### config.mk
export PLATFORM = sky130hd
export DESIGN_NAME = interlockTop
export DESIGN_NICKNAME = d
export VERILOG_FILES = /design/src/logic/isaPkg.sv /design/src/logic/pipePkg.sv /design/src/logic/hazardControl.sv /design/src/logic/interlockTop.sv /design/src/logic/issueQueue.sv /design/src/logic/mulDivTimer.sv /design/src/logic/operandDecoder.sv /design/src/logic/resultTracker.sv
export SDC_FILE = /design/constraint.sdc
export NUM_CORES = 1
export LEC_CHECK = 0
export BUFFER_PORTS_ARGS = -buffer_cell sky130_fd_sc_hd__buf_4
export CAP_MARGIN = 20
export CORE_MARGIN = 3
export CORE_UTILIZATION = 45
export CTS_BUF_LIST = sky130_fd_sc_hd__clkbuf_4 sky130_fd_sc_hd__clkbuf_8
export DETAILED_ROUTE_END_ITERATION = 7
export GPL_TIMING_DRIVEN = 0
export PLACE_DENSITY = 0.66
export SETUP_SLACK_MARGIN = 0.05
export SYNTH_ARGS = -nofsm -noshare
export SYNTH_HDL_FRONTEND = slang
export SYNTH_SLANG_ARGS = --single-unit
### constraint.sdc
create_clock -name clk -period 4.1 [get_ports clk]
set_clock_uncertainty 0.1 [all_clocks]
set_input_delay 0.205 -clock clk [delete_from_list [all_inputs] [get_ports clk]]
set_output_delay 0.205 -clock clk [all_outputs]
set_load 0.02 [all_outputs]
### src/logic/isaPkg.sv
package isaPkg;

    typedef logic [31:0] instrT;
    typedef logic [4:0]  regIdxT;
    typedef logic [5:0]  opcodeT;
    typedef logic [5:0]  functT;

    // Cycles until a value is needed or produced
    typedef logic [1:0]  timeT;

    // Field layout shared by R and I formats
    typedef struct packed {
        opcodeT     op;
        regIdxT     rs;
        regIdxT     rt;
        regIdxT     rd;
        logic [4:0] shamt;
        functT      funct;
    } rFieldsT;

    localparam regIdxT LinkReg = 5'd31;

    ////////////////////
    // Opcodes
    localparam opcodeT OpSpecial = 6'h00;
    localparam opcodeT OpJ       = 6'h02;
    localparam opcodeT OpJal     = 6'h03;
    localparam opcodeT OpBeq     = 6'h04;
    localparam opcodeT OpBne     = 6'h05;
    localparam opcodeT OpAddi    = 6'h08;
    localparam opcodeT OpAndi    = 6'h0c;
    localparam opcodeT OpOri     = 6'h0d;
    localparam opcodeT OpLui     = 6'h0f;
    localparam opcodeT OpLb      = 6'h20;
    localparam opcodeT OpLh      = 6'h21;
    localparam opcodeT OpLw      = 6'h23;
    localparam opcodeT OpSb      = 6'h28;
    localparam opcodeT OpSh      = 6'h29;
    localparam opcodeT OpSw      = 6'h2b;

    ////////////////////
    // Function codes under OpSpecial
    localparam functT FnJr    = 6'h08;
    localparam functT FnMfhi  = 6'h10;
    localparam functT FnMthi  = 6'h11;
    localparam functT FnMflo  = 6'h12;
    localparam functT FnMtlo  = 6'h13;
    localparam functT FnMult  = 6'h18;
    localparam functT FnMultu = 6'h19;
    localparam functT FnDiv   = 6'h1a;
    localparam functT FnDivu  = 6'h1b;
    localparam functT FnAdd   = 6'h20;
    localparam functT FnSub   = 6'h22;
    localparam functT FnAnd   = 6'h24;
    localparam functT FnOr    = 6'h25;
    localparam functT FnSlt   = 6'h2a;
    localparam functT FnSltu  = 6'h2b;
    // Subtract with borrow, local extension
    localparam functT FnSbc   = 6'h2e;

endpackage

### src/logic/pipePkg.sv
package pipePkg;

    import isaPkg::*;

    typedef enum logic [3:0] {
        ClassAlu,
        ClassLoad,
        ClassStore,
        ClassBranch,
        ClassJump,
        ClassMulDiv,
        ClassHiLoRead,
        ClassHiLoWrite,
        ClassOther
    } instrClassT;

    // What decode knows about the head instruction
    typedef struct packed {
        regIdxT     rs;
        timeT       rsUse;
        regIdxT     rt;
        timeT       rtUse;
        regIdxT     dest;
        timeT       resTime;
        logic       regWrite;
        instrClassT cls;
    } decodeT;

    // One pipeline stage past decode
    typedef struct packed {
        logic       valid;
        instrT      instr;
        regIdxT     dest;
        logic       regWrite;
        timeT       resTime;
        instrClassT cls;
    } stageT;

endpackage

### src/logic/hazardControl.sv
`timescale 1ns/1ps

module hazardControl import isaPkg::*, pipePkg::*; (
    input  logic   headValid,
    input  decodeT dec,
    input  stageT  exeStage,
    input  stageT  memStage,
    input  logic   mulBusy,
    input  logic   mulStart,
    output logic   issue,
    output logic   stall
);

    logic rsExeHazard;
    logic rsMemHazard;
    logic rtExeHazard;
    logic rtMemHazard;
    logic usesHiLo;
    logic mulDivHazard;

    // Producer still too far from its result for this consumer
    function automatic logic srcHazard(regIdxT src, timeT useTime, stageT st);
        logic match;
        match = (src != '0) && (src == st.dest);
        return match && st.valid && st.regWrite && (useTime < st.resTime);
    endfunction

    ////////////////////
    // Register operands

    assign rsExeHazard = srcHazard(dec.rs, dec.rsUse, exeStage);
    assign rsMemHazard = srcHazard(dec.rs, dec.rsUse, memStage);
    assign rtExeHazard = srcHazard(dec.rt, dec.rtUse, exeStage);
    assign rtMemHazard = srcHazard(dec.rt, dec.rtUse, memStage);

    ////////////////////
    // HI/LO and the multiplier

    assign usesHiLo = (dec.cls == ClassMulDiv) ||
                      (dec.cls == ClassHiLoRead) ||
                      (dec.cls == ClassHiLoWrite);

    // mulStart covers the cycle before the counter loads
    assign mulDivHazard = usesHiLo && (mulBusy || mulStart);

    assign stall = headValid && (rsExeHazard || rsMemHazard ||
                                 rtExeHazard || rtMemHazard ||
                                 mulDivHazard);

    assign issue = headValid && !stall;

endmodule

### src/logic/interlockTop.sv
`timescale 1ns/1ps

module interlockTop import isaPkg::*, pipePkg::*; #(
    parameter int QueueDepth = 4,
    parameter int MultCycles = 5,
    parameter int DivCycles  = 10
) (
    input  logic  clk,
    input  logic  rstN,
    input  logic  instrValid,
    input  instrT instr,
    output logic  creditReturn,
    output logic  issueValid,
    output instrT issueInstr,
    output logic  retireValid,
    output instrT retireInstr
);

    logic   headValid;
    decodeT dec;
    stageT  exeStage;
    stageT  memStage;
    logic   mulBusy;
    logic   mulStart;

    // Queue head doubles as the issuing instruction
    issueQueue #(
        .QueueDepth(QueueDepth)
    ) queue_i (
        .clk         (clk),
        .rstN        (rstN),
        .instrValid  (instrValid),
        .instr       (instr),
        .pop         (issueValid),
        .headValid   (headValid),
        .headInstr   (issueInstr),
        .creditReturn(creditReturn)
    );

    operandDecoder decoder_i (
        .headInstr(issueInstr),
        .dec      (dec)
    );

    resultTracker tracker_i (
        .clk        (clk),
        .rstN       (rstN),
        .issue      (issueValid),
        .dec        (dec),
        .headInstr  (issueInstr),
        .exeStage   (exeStage),
        .memStage   (memStage),
        .retireValid(retireValid),
        .retireInstr(retireInstr)
    );

    mulDivTimer #(
        .MultCycles(MultCycles),
        .DivCycles (DivCycles)
    ) timer_i (
        .clk     (clk),
        .rstN    (rstN),
        .exeStage(exeStage),
        .mulBusy (mulBusy),
        .mulStart(mulStart)
    );

    hazardControl control_i (
        .headValid(headValid),
        .dec      (dec),
        .exeStage (exeStage),
        .memStage (memStage),
        .mulBusy  (mulBusy),
        .mulStart (mulStart),
        .issue    (issueValid),
        .stall    ()
    );

endmodule

### src/logic/issueQueue.sv
`timescale 1ns/1ps

module issueQueue import isaPkg::*; #(
    parameter int QueueDepth = 4
) (
    input  logic  clk,
    input  logic  rstN,
    input  logic  instrValid,
    input  instrT instr,
    input  logic  pop,
    output logic  headValid,
    output instrT headInstr,
    output logic  creditReturn
);

    localparam int PtrWidth   = (QueueDepth > 1) ? $clog2(QueueDepth) : 1;
    localparam int CountWidth = $clog2(QueueDepth + 1);

    typedef logic [PtrWidth-1:0] ptrT;

    instrT                 mem [QueueDepth];
    ptrT                   wrPtr;
    ptrT                   rdPtr;
    logic [CountWidth-1:0] count;

    function automatic ptrT nextPtr(ptrT p);
        return (p == ptrT'(QueueDepth - 1)) ? '0 : p + 1'b1;
    endfunction

    always_ff @(posedge clk) begin
        if (instrValid) begin
            mem[wrPtr] <= instr;
        end
    end

    always_ff @(posedge clk or negedge rstN) begin
        if (!rstN) begin
            wrPtr        <= '0;
            rdPtr        <= '0;
            count        <= '0;
            creditReturn <= 1'b0;
        end else begin
            if (instrValid) begin
                wrPtr <= nextPtr(wrPtr);
            end
            if (pop) begin
                rdPtr <= nextPtr(rdPtr);
            end
            // Sender credits make overflow impossible
            case ({instrValid, pop})
                2'b10:   count <= count + 1'b1;
                2'b01:   count <= count - 1'b1;
                default: count <= count;
            endcase
            creditReturn <= pop;
        end
    end

    // Head entry is the decode stage
    assign headValid = (count != '0);
    assign headInstr = mem[rdPtr];

endmodule

### src/logic/mulDivTimer.sv
`timescale 1ns/1ps

module mulDivTimer import isaPkg::*, pipePkg::*; #(
    parameter int MultCycles = 5,
    parameter int DivCycles  = 10
) (
    input  logic  clk,
    input  logic  rstN,
    input  stageT exeStage,
    output logic  mulBusy,
    output logic  mulStart
);

    localparam int MaxCycles  = (DivCycles > MultCycles) ? DivCycles : MultCycles;
    localparam int CountWidth = $clog2(MaxCycles + 1);

    rFieldsT               exeFields;
    logic                  isDiv;
    logic [CountWidth-1:0] count;

    assign exeFields = exeStage.instr;
    assign mulStart  = exeStage.valid && (exeStage.cls == ClassMulDiv);
    assign isDiv     = (exeFields.funct == FnDiv) || (exeFields.funct == FnDivu);

    // Execute cycle is the first cycle of the latency
    always_ff @(posedge clk or negedge rstN) begin
        if (!rstN) begin
            count <= '0;
        end else if (mulStart) begin
            if (isDiv) begin
                count <= CountWidth'(DivCycles - 1);
            end else begin
                count <= CountWidth'(MultCycles - 1);
            end
        end else if (count != '0) begin
            count <= count - 1'b1;
        end
    end

    assign mulBusy = (count != '0);

endmodule

### src/logic/operandDecoder.sv
`timescale 1ns/1ps

module operandDecoder import isaPkg::*, pipePkg::*; (
    input  instrT  headInstr,
    output decodeT dec
);

    rFieldsT f;

    assign f = headInstr;

    always_comb begin
        dec     = '0;
        dec.cls = ClassOther;
        case (f.op)
            OpSpecial: begin
                case (f.funct)
                    FnAdd, FnSub, FnAnd, FnOr, FnSlt, FnSltu, FnSbc: begin
                        dec.rs       = f.rs;
                        dec.rsUse    = 2'd1;
                        dec.rt       = f.rt;
                        dec.rtUse    = 2'd1;
                        dec.dest     = f.rd;
                        dec.regWrite = 1'b1;
                        dec.resTime  = 2'd1;
                        dec.cls      = ClassAlu;
                    end
                    FnMult, FnMultu, FnDiv, FnDivu: begin
                        dec.rs    = f.rs;
                        dec.rsUse = 2'd1;
                        dec.rt    = f.rt;
                        dec.rtUse = 2'd1;
                        dec.cls   = ClassMulDiv;
                    end
                    FnMfhi, FnMflo: begin
                        dec.dest     = f.rd;
                        dec.regWrite = 1'b1;
                        dec.resTime  = 2'd1;
                        dec.cls      = ClassHiLoRead;
                    end
                    FnMthi, FnMtlo: begin
                        dec.rs    = f.rs;
                        dec.rsUse = 2'd1;
                        dec.cls   = ClassHiLoWrite;
                    end
                    FnJr: begin
                        // Target needed at decode
                        dec.rs  = f.rs;
                        dec.cls = ClassJump;
                    end
                    default: dec.cls = ClassOther;
                endcase
            end
            OpOri, OpAddi, OpAndi: begin
                dec.rs       = f.rs;
                dec.rsUse    = 2'd1;
                dec.dest     = f.rt;
                dec.regWrite = 1'b1;
                dec.resTime  = 2'd1;
                dec.cls      = ClassAlu;
            end
            OpLui: begin
                dec.dest     = f.rt;
                dec.regWrite = 1'b1;
                dec.resTime  = 2'd1;
                dec.cls      = ClassAlu;
            end
            OpSw, OpSb, OpSh: begin
                dec.rs    = f.rs;
                dec.rsUse = 2'd1;
                // Store data only needed in memory
                dec.rt    = f.rt;
                dec.rtUse = 2'd2;
                dec.cls   = ClassStore;
            end
            OpLw, OpLb, OpLh: begin
                dec.rs       = f.rs;
                dec.rsUse    = 2'd1;
                dec.dest     = f.rt;
                dec.regWrite = 1'b1;
                dec.resTime  = 2'd2;
                dec.cls      = ClassLoad;
            end
            OpBeq, OpBne: begin
                dec.rs  = f.rs;
                dec.rt  = f.rt;
                dec.cls = ClassBranch;
            end
            OpJ: dec.cls = ClassJump;
            OpJal: begin
                dec.dest     = LinkReg;
                dec.regWrite = 1'b1;
                dec.resTime  = 2'd1;
                dec.cls      = ClassJump;
            end
            default: dec.cls = ClassOther;
        endcase
    end

endmodule

### src/logic/resultTracker.sv
`timescale 1ns/1ps

module resultTracker import isaPkg::*, pipePkg::*; (
    input  logic   clk,
    input  logic   rstN,
    input  logic   issue,
    input  decodeT dec,
    input  instrT  headInstr,
    output stageT  exeStage,
    output stageT  memStage,
    output logic   retireValid,
    output instrT  retireInstr
);

    stageT nextExe;
    stageT wbStage;

    // One stage older, result one cycle closer
    function automatic stageT age(stageT s);
        stageT aged;
        aged = s;
        if (aged.resTime != '0) begin
            aged.resTime = aged.resTime - 1'b1;
        end
        return aged;
    endfunction

    ////////////////////
    // Execute entry

    always_comb begin
        nextExe     = '0;
        nextExe.cls = ClassOther;
        if (issue) begin
            nextExe.valid    = 1'b1;
            nextExe.instr    = headInstr;
            nextExe.dest     = dec.dest;
            nextExe.regWrite = dec.regWrite;
            nextExe.resTime  = dec.resTime;
            nextExe.cls      = dec.cls;
        end
    end

    // Only decode stalls, so later stages always advance
    always_ff @(posedge clk or negedge rstN) begin
        if (!rstN) begin
            exeStage <= '0;
            memStage <= '0;
            wbStage  <= '0;
        end else begin
            exeStage <= nextExe;
            memStage <= age(exeStage);
            wbStage  <= age(memStage);
        end
    end

    assign retireValid = wbStage.valid;
    assign retireInstr = wbStage.instr;

endmodule

==> After elaboration in Yosys (flattened, before gate mapping) <==
Memories as Yosys holds them, arrays and structs flattened.
Cells that the tools add are included.
Widths: inputs -> output; s select.
{ "word_totals": {"out_inout_bits": 67, "in_bits": 35, "word_cells": 147, "ff_bits": 131, "mem_count": 1, "ram_bits": 128} }
{ "mem_list": {"columns": ["memory", "depth", "word_bits", "read_ports", "rd_ports_with_merged_regs", "write_ports", "line_no", "text"], "rows": [
  ["queue_i.mem", 4, 32, 1, 0, 1, "issueQueue.sv:21", "instrT mem [QueueDepth];"]
]} }
{ "op_classes": {"reduce_logical": 53, "magnitude_cmp": 4, "n_mux": 21, "n_eq_ne": 44, "n_addsub": 6} }
{ "ops": {"columns": ["cell", "n"], "rows": [
  ["$eq 6x6->1 const B", 13],
  ["$eq 6x5->1 const B", 10],
  ["$mux 45", 1],
  ["$pmux 8 s4", 1],
  ["$eq 6x4->1 const B", 5],
  ["$pmux 4 s6", 1],
  ["$reduce_or 11->1", 2],
  ["$eq 5x5->1", 4],
  ["$logic_and 1x1->1", 20],
  ["$pmux 4 s5", 1],
  ["$pmux 5 s2", 2],
  ["$reduce_or 9->1", 2],
  ["$eq 4x3->1 const B", 4],
  ["$reduce_or 14->1", 1],
  ["$reduce_or 13->1", 1],
  ["$eq 6x2->1 const B", 2],
  ["$eq 6x3->1 const B", 2],
  ["$mux 4", 3],
  ["$reduce_bool 5->1", 2],
  ["$logic_or 1x1->1", 8],
  ["$mux 8", 1],
  ["$reduce_or 2->1", 4],
  ["$reduce_or 4->1", 2],
  ["$mux 7", 1],
  ["other kinds (23)", 35]
]} }

==> Logic depth before layout (Yosys ltp) <==
An unclocked memory read counts as a cell.
{ "depth": {"ltp_word": 19, "mapped_depth": 22, "mapped_depth_nobuf": 18} }

==> Cells and area by module <==
Synthesis repeated with hierarchy kept, for this count alone.
{ "unflattened": {"hier_cells": 558, "hier_area_um2": 9922.0} }
{ "modules_own_cells": {"columns": ["mod", "area_each_um2", "cells_per_inst", "seq_area_each_um2", "n_inst"], "rows": [
  ["issueQueue", 5094.9, 203, 4043.9, 1],
  ["resultTracker", 3435.8, 173, 3078.0, 1],
  ["operandDecoder", 681.9, 100, 0.0, 1],
  ["hazardControl", 436.7, 54, 0.0, 1],
  ["mulDivTimer", 272.8, 28, 100.1, 1]
]} }

==> Worst setup path before layout <==
Ideal clock, no wire load.
{ "synth_timing": {"kind": "register -> register", "startpoint": "register queue_i.rdPtr[0]", "endpoint": "register queue_i.count[2]", "arrival_ps": 4087, "path_slack_ps": -212, "period_less_slack_ps": 4312, "setup_ps": 125, "path_buffers": 4, "t_required_ps": 3875, "path_stages_with_launch": 23, "cell_sequence": "dfrtp_1 buf_6 buf_6 mux4_2 buf_2 nand2b_1 nand3b_1 nor2_1 ha_1 a2111oi_0 nand4_1 a221oi_1 nand3_1 nand3_1 a211o_2 inv_2 buf_4 ha_1 inv_1 fa_1 xor2_1 nor2_1 xor2_1"} }
{ "synth_between": {"word_cells_on_any_way": 99, "cone_classes": "4 x order compare; 39 x eq/ne; 10 x mux; 45 x reduce/logical; 1 x memory"} }
{ "synth_rtl": {"columns": ["item", "line_no", "text"], "rows": [
  ["start: declaration", "issueQueue.sv:23", "ptrT rdPtr;"],
  ["start signal: assignment", "issueQueue.sv:47", "rdPtr <= nextPtr(rdPtr);"],
  ["$mem_v2 4x32 *", null, null],
  ["named net issueInstr[27]", "interlockTop.sv:14", "output instrT issueInstr,"],
  ["$eq 6x3->1, or another cell as far along", "operandDecoder.sv:15", "case (f.op)"],
  ["$reduce_or 11->1 (no source line)", null, null],
  ["$pmux 5 s2", "operandDecoder.sv:15", null],
  ["$eq 5x5->1 or $reduce_bool 5->1 (tied branches)", "hazardControl.sv:24", "match = (src != '0) && (src == st.dest);"],
  ["$logic_and 1x1->1", "hazardControl.sv:24", null],
  ["$logic_and 1x1->1 (3 in a row)", "hazardControl.sv:25", "return match && st.valid && st.regWrite && (useTime < st.resTime);"],
  ["$logic_or 1x1->1 (2 in a row)", "hazardControl.sv:46", "assign stall = headValid && (rsExeHazard || rsMemHazard ||"],
  ["$logic_or 1x1->1", "hazardControl.sv:47", "rtExeHazard || rtMemHazard ||"],
  ["$logic_or 1x1->1 *", "hazardControl.sv:47", null],
  ["$logic_and 1x1->1 *", "hazardControl.sv:46", null],
  ["$logic_not 1->1 *", "hazardControl.sv:50", "assign issue = headValid && !stall;"],
  ["$logic_and 1x1->1 *", "hazardControl.sv:50", null],
  ["named net issueValid", "interlockTop.sv:13", "output logic issueValid,"],
  ["$eq 2x1->1 or $eq 2x2->1 (tied branches)", "issueQueue.sv:50", "case ({instrValid, pop})"],
  ["$pmux 3 s2 or $reduce_bool 2->1 (tied branches)", null, null],
  ["end signal: assignment", "issueQueue.sv:51", "2'b10: count <= count + 1'b1;"],
  ["end signal: assignment", "issueQueue.sv:52", "2'b01: count <= count - 1'b1;"],
  ["end signal: assignment", "issueQueue.sv:53", "default: count <= count;"],
  ["end: declaration", "issueQueue.sv:24", "logic [CountWidth-1:0] count;"]
]} }
The timed path passes the listed nets; every way through them passes the cells marked *.
A chain may end at the register's enable or synchronous reset.

==> Final worst setup path <==
{ "layout_timing": {"startpoint": "register queue_i.rdPtr[0]", "endpoint": "register queue_i.count[2]"} }
{ "layout_between": {"elab_chain_cells": 19, "word_cells_on_any_way": 99, "cone_classes": "4 x order compare; 39 x eq/ne; 10 x mux; 45 x reduce/logical; 1 x memory"} }
{ "layout_rtl": {"columns": ["item", "line_no", "text"], "rows": [
  ["$mem_v2 4x32 *", null, null],
  ["$eq 6x6->1, or another cell as far along", "operandDecoder.sv:17", "case (f.funct)"],
  ["$reduce_or 14->1 (no source line)", null, null],
  ["$mux 5", "operandDecoder.sv:17", null],
  ["$pmux 5 s2", "operandDecoder.sv:15", null],
  ["$eq 5x5->1 or $reduce_bool 5->1 (tied branches)", "hazardControl.sv:24", null],
  ["$logic_and 1x1->1", "hazardControl.sv:24", null],
  ["$logic_and 1x1->1 (3 in a row)", "hazardControl.sv:25", null],
  ["$logic_or 1x1->1 (2 in a row)", "hazardControl.sv:46", null],
  ["$logic_or 1x1->1", "hazardControl.sv:47", null],
  ["$logic_or 1x1->1 *", "hazardControl.sv:47", null],
  ["$logic_and 1x1->1 *", "hazardControl.sv:46", null],
  ["$logic_not 1->1 *", "hazardControl.sv:50", null],
  ["$logic_and 1x1->1 *", "hazardControl.sv:50", null],
  ["$eq 2x1->1 or $eq 2x2->1 (tied branches)", "issueQueue.sv:50", null],
  ["$pmux 3 s2 or $reduce_bool 2->1 (tied branches)", null, null]
]} }
Every way passes the cells marked *; elsewhere a longest branch is shown, timed or not.

==> flow_metrics.py <==
metrics = {
    "synthesis": {
        "synthTopCellsByArea": "sky130_fd_sc_hd__edfxtp_1, sky130_fd_sc_hd__dfrtp_1, sky130_fd_sc_hd__mux4_2",
        "ys.flop_type": "sky130_fd_sc_hd__dfrtp_1",
        "edff_count_synth": 128,
        "yosysMostFrequentCell": "sky130_fd_sc_hd__dfrtp_1",
        "mappedNetlistArea_um2": 9520,
        "synth.avg_cell_area_um2": 17.0,
        "ys_ff_latch": 258,
        "postSynthCellCount": 560,
        "netlist-cell-type-count": 54,
        "synth_top_cell_by_area": "sky130_fd_sc_hd__edfxtp_1",
        "synthTopCellsByCount": "sky130_fd_sc_hd__dfrtp_1, sky130_fd_sc_hd__edfxtp_1, sky130_fd_sc_hd__and2_1",
        "async_reset_ff_share_pct": 50.4,
        "synthesized_netlist_net_count": 606,
        "netlist.area_leader.share_pct": 40.4,
        "synth-seq-area-share_pct": 74.6,
        "synth-warning-count": 0,
    },
    "timing": {
        "max_slew.worst_pin.slew_ps": 927,
        "slew_violations": 0,
        "min_setup_slack_post_route_ps": -14.0,
        "slew_headroom_pct": 38.2,
        "grt_setup_unrepaired": "true",
        "fmax_mhz": 243,
        "finalCriticalPeriod_ps": 4110,
        "totalNegativeSetupSlack_ps": -25.0,
        "layout_worst_path_cycle_share_pct": 100,
        "hold_viol": 0,
        "final-setup-viol-count": 2,
    },
    "critical_path": {
        "crit_path_max_incr_delay_ps": 510,
        "series_of_cell_instances_along_the_critical_path": "buf_6 > buf_12 > mux4_2 > buf_4 > nand2b_4 > nand3b_1 > nor2_4 > ha_4 > a2111oi_4 > nand4_1 > a221oi_2 > nand3_1 > nand3_2 > a211o_4 > inv_4 > buf_8 > ha_4 > inv_2 > fa_2 > xor2_1 > nor2_1 > xor2_1",
        "cp.buffers_inverters": 6,
        "path_max_fanout": 10,
        "slowest_stage": "sky130_fd_sc_hd__mux4_2",
        "worst-endpoint-required_ps": 4410,
        "critPathCaptureType": "flip-flop",
        "arrival_ps": 4430,
        "critical_path_s_top_delay_family": "simple AND/OR/NAND/NOR gates",
        "worst_setup_path_class": "flip-flop to flip-flop",
        "crit_path_start_kind": "flip-flop",
    },
    "cells_and_area": {
        "final_layout_size_suffix_gt1_share_pct": 37.7,
        "layoutNonFillerInstCount": 1095,
        "antennaDiodeCount": 0,
        "area_growth_syn_to_layout_pct": 31.8,
        "layout.nets": 842,
        "fillers": 1540,
    },
    "placement": {
        "port-buffer-count": 101,
        "place_inst": 932,
        "place_hpwl_um": 12100,
        "place_worst_setup_slack_ps": -520,
        "routabilityCongestion": 0.835,
    },
    "route": {
        "detail_route.wl_per_cell_um": 18.0,
        "detail_route.first_pass.iterations": 5,
        "remaining_drc_errors": 0,
        "detail_route.wirelength_um": 19700,
        "route.antenna.remaining_nets": 0,
        "dr_total_vias": 5573,
        "drt_iter0_drc": 378,
        "detail_route.vias_per_cell": 5.09,
    },
    "outcome": {
        "result_of_the_run": "complete, but fails checks",
        "failed_checks": "negative setup slack",
    },
    "clocking": {
        "insertion_delay_ps": 540,
        "cts_tree": "yes",
        "clock_tree.htree_level_count": 2,
        "clk_transition_reported_paths_ps": 60,
        "clock_sinks": 258,
        "clockBufferDepth": 3,
        "cts_root_buf": "sky130_fd_sc_hd__clkbuf_8",
        "tritoncts.num_buffers": 40,
    },
    "global_routing": {
        "grt_max_degree": 100,
        "grt_pass1_vias": 5700,
        "global_route.usage.total_pct": 17.4,
        "antenna_found_initial": 0,
        "grt_overflow": 0,
        "grt_pass1_wl_um": 30400,
    },
    "power": {
        "seq_power_share_pct": 37.3,
        "switching_share_pct": 35.0,
        "static-leakage-power_nw": 5.06,
        "pwr_density_cell_nw_per_um2": 828,
        "power_switching_w": 0.00364,
        "vdd_ir_drop_max_mv": 0.359,
        "totalPowerFinal_w": 0.0104,
        "internal_power_w": 0.00675,
        "clock_group_share_of_total_power_pct": 19.6,
        "share_comb_of_total_power_pct": 43.0,
    },
    "floorplanning": {
        "boundaryPins": 102,
        "floorplan.initialDensity_pct": 46.4,
        "core-area_um2": 20500,
        "chipHeight_um": 151,
        "die_width_um": 151,
        "placement_rows": 52,
        "area_of_the_die_um2": 22900,
    },
    "hold_path": {
        "hold_path.class": "input port to async pin",
    },
    "job": {
        "drv_cap": 0,
    },
}
through the flow:
step	hold slack, ps	util, %	cell area [um2]
floorplan	-191	-	9550
global placement	232	52.0	10700
detailed placement	7.98	52.1	10700
CTS	12.4	60.3	12400
global route	36.3	61.2	12500
finish	22.4	61.2	12500
per-layer routing:
layer	GRT usage [%]	wire, um	part of all wire (%)	vias up
li1	-	-	-	2543
met1	23.1	8290	42	2805
met2	28.4	9750	50	177
met3	3.92	1150	5.9	48
met4	6.12	497	2.5	0
met5	0	0	0	-
power groups by stage:
stage	Sequential (W)	Combinational, W	Clock (W)
2_1_floorplan	0.00406	0.00216	0
3_3_place_gp	0.00389	0.00359	0
3_5_place_dp	0.00393	0.00366	0
4_1_cts	0.00389	0.00426	0.00209
5_1_grt	0.00396	0.00477	0.00221
6_report	0.00388	0.00447	0.00204
final timing paths:
path	start	endpoint	slack, ps	depth (start not counted)
setup / recovery	queue_i.rdPtr[0]	queue_i.count[2]	-10	22
hold / removal	rstN	tracker_i.memStage[33]	20	2
hold reg to reg	tracker_i.memStage[21]	tracker_i.retireInstr[9]	240	0
max in group asynchronous	rstN	tracker_i.retireInstr[6]	3120	3
setup reg to reg	queue_i.rdPtr[0]	queue_i.count[2]	-10	22
min in group clk	tracker_i.memStage[21]	tracker_i.retireInstr[9]	240	0
worst register-to-register path: stages (launching register included):
cell,delay [ps]
sky130_fd_sc_hd__dfrtp_1,390
sky130_fd_sc_hd__buf_6,170
sky130_fd_sc_hd__buf_12,120
sky130_fd_sc_hd__mux4_2,520
sky130_fd_sc_hd__buf_4,210
sky130_fd_sc_hd__nand2b_4,160
sky130_fd_sc_hd__nand3b_1,170
sky130_fd_sc_hd__nor2_4,60
sky130_fd_sc_hd__ha_4,220
sky130_fd_sc_hd__a2111oi_4,270
sky130_fd_sc_hd__nand4_1,150
sky130_fd_sc_hd__a221oi_2,200
sky130_fd_sc_hd__nand3_1,120
sky130_fd_sc_hd__nand3_2,100
sky130_fd_sc_hd__a211o_4,130
sky130_fd_sc_hd__inv_4,40
sky130_fd_sc_hd__buf_8,130
sky130_fd_sc_hd__ha_4,150
sky130_fd_sc_hd__inv_2,50
sky130_fd_sc_hd__fa_2,180
sky130_fd_sc_hd__xor2_1,150
sky130_fd_sc_hd__nor2_1,70
sky130_fd_sc_hd__xor2_1,150
cells by family after synthesis:
| family | share of synthesized area (%) |
|---|---|
| fa+ha+maj | 1.53 |
| xor+xnor | 1.84 |
| buf+inv | 1.92 |
| flops | 74.6 |
| mux | 8.06 |
| simple gates | 7.93 |
| compound gates | 4.15 |
cell type report:
class                   count  area (um2)  share of cell area (%)
well taps                 270         338                    2.69
plain buffers              18         174                    1.39
inverters                  18        73.8                   0.588
clock inverters            13        61.3                   0.489
multi-input cells         266        2460                    19.6
repair buffers            194        1630                    13.0
clock buffers              58         717                    5.71
flip-flops and latches    258        7100                    56.6
state kept, by name, indices dropped and copies added (netlist names):
signal / flops
queue_i.count: 3
tracker_i.retireInstr: 32
queue_i.wrPtr: 2
queue_i.creditReturn: 1
tracker_i.memStage: 41
queue_i.mem: 128
tracker_i.retireValid: 1
tracker_i.exeStage: 44
timer_i.count: 4
queue_i.rdPtr: 2
layout by cell type (no fill, tap or decap), types with 6 or more instances in the layout:
cell type	Yosys	routed
sky130_fd_sc_hd__a21oi_1	14	10
sky130_fd_sc_hd__and2_1	34	29
sky130_fd_sc_hd__buf_6	4	12
sky130_fd_sc_hd__nor2_1	33	30
sky130_fd_sc_hd__buf_4	1	153
sky130_fd_sc_hd__dfrtp_1	130	130
sky130_fd_sc_hd__mux4_2	32	32
sky130_fd_sc_hd__o21ai_0	9	9
sky130_fd_sc_hd__edfxtp_1	128	128
sky130_fd_sc_hd__ha_1	10	8
sky130_fd_sc_hd__xor2_1	12	12
sky130_fd_sc_hd__a31oi_1	14	11
sky130_fd_sc_hd__nor3_1	6	6
sky130_fd_sc_hd__dlygate4sd3_1	0	34
sky130_fd_sc_hd__clkinv_1	0	7
sky130_fd_sc_hd__xnor2_1	8	8
sky130_fd_sc_hd__clkbuf_8	0	45
sky130_fd_sc_hd__clkbuf_4	0	14
sky130_fd_sc_hd__nand2b_1	9	6
sky130_fd_sc_hd__nand2_1	27	27
sky130_fd_sc_hd__inv_1	17	15
timing repair:
action                                  CTS  global route
hold buffers                             34             0
pin swaps                                15            13
gates cloned                              1             0
buffers inserted                         47            10
hold endpoints to repair                260             0
endpoints found under the setup margin    6             3
gates resized for setup                  39            17
Note: power is estimated with default switching activity, not from simulation.
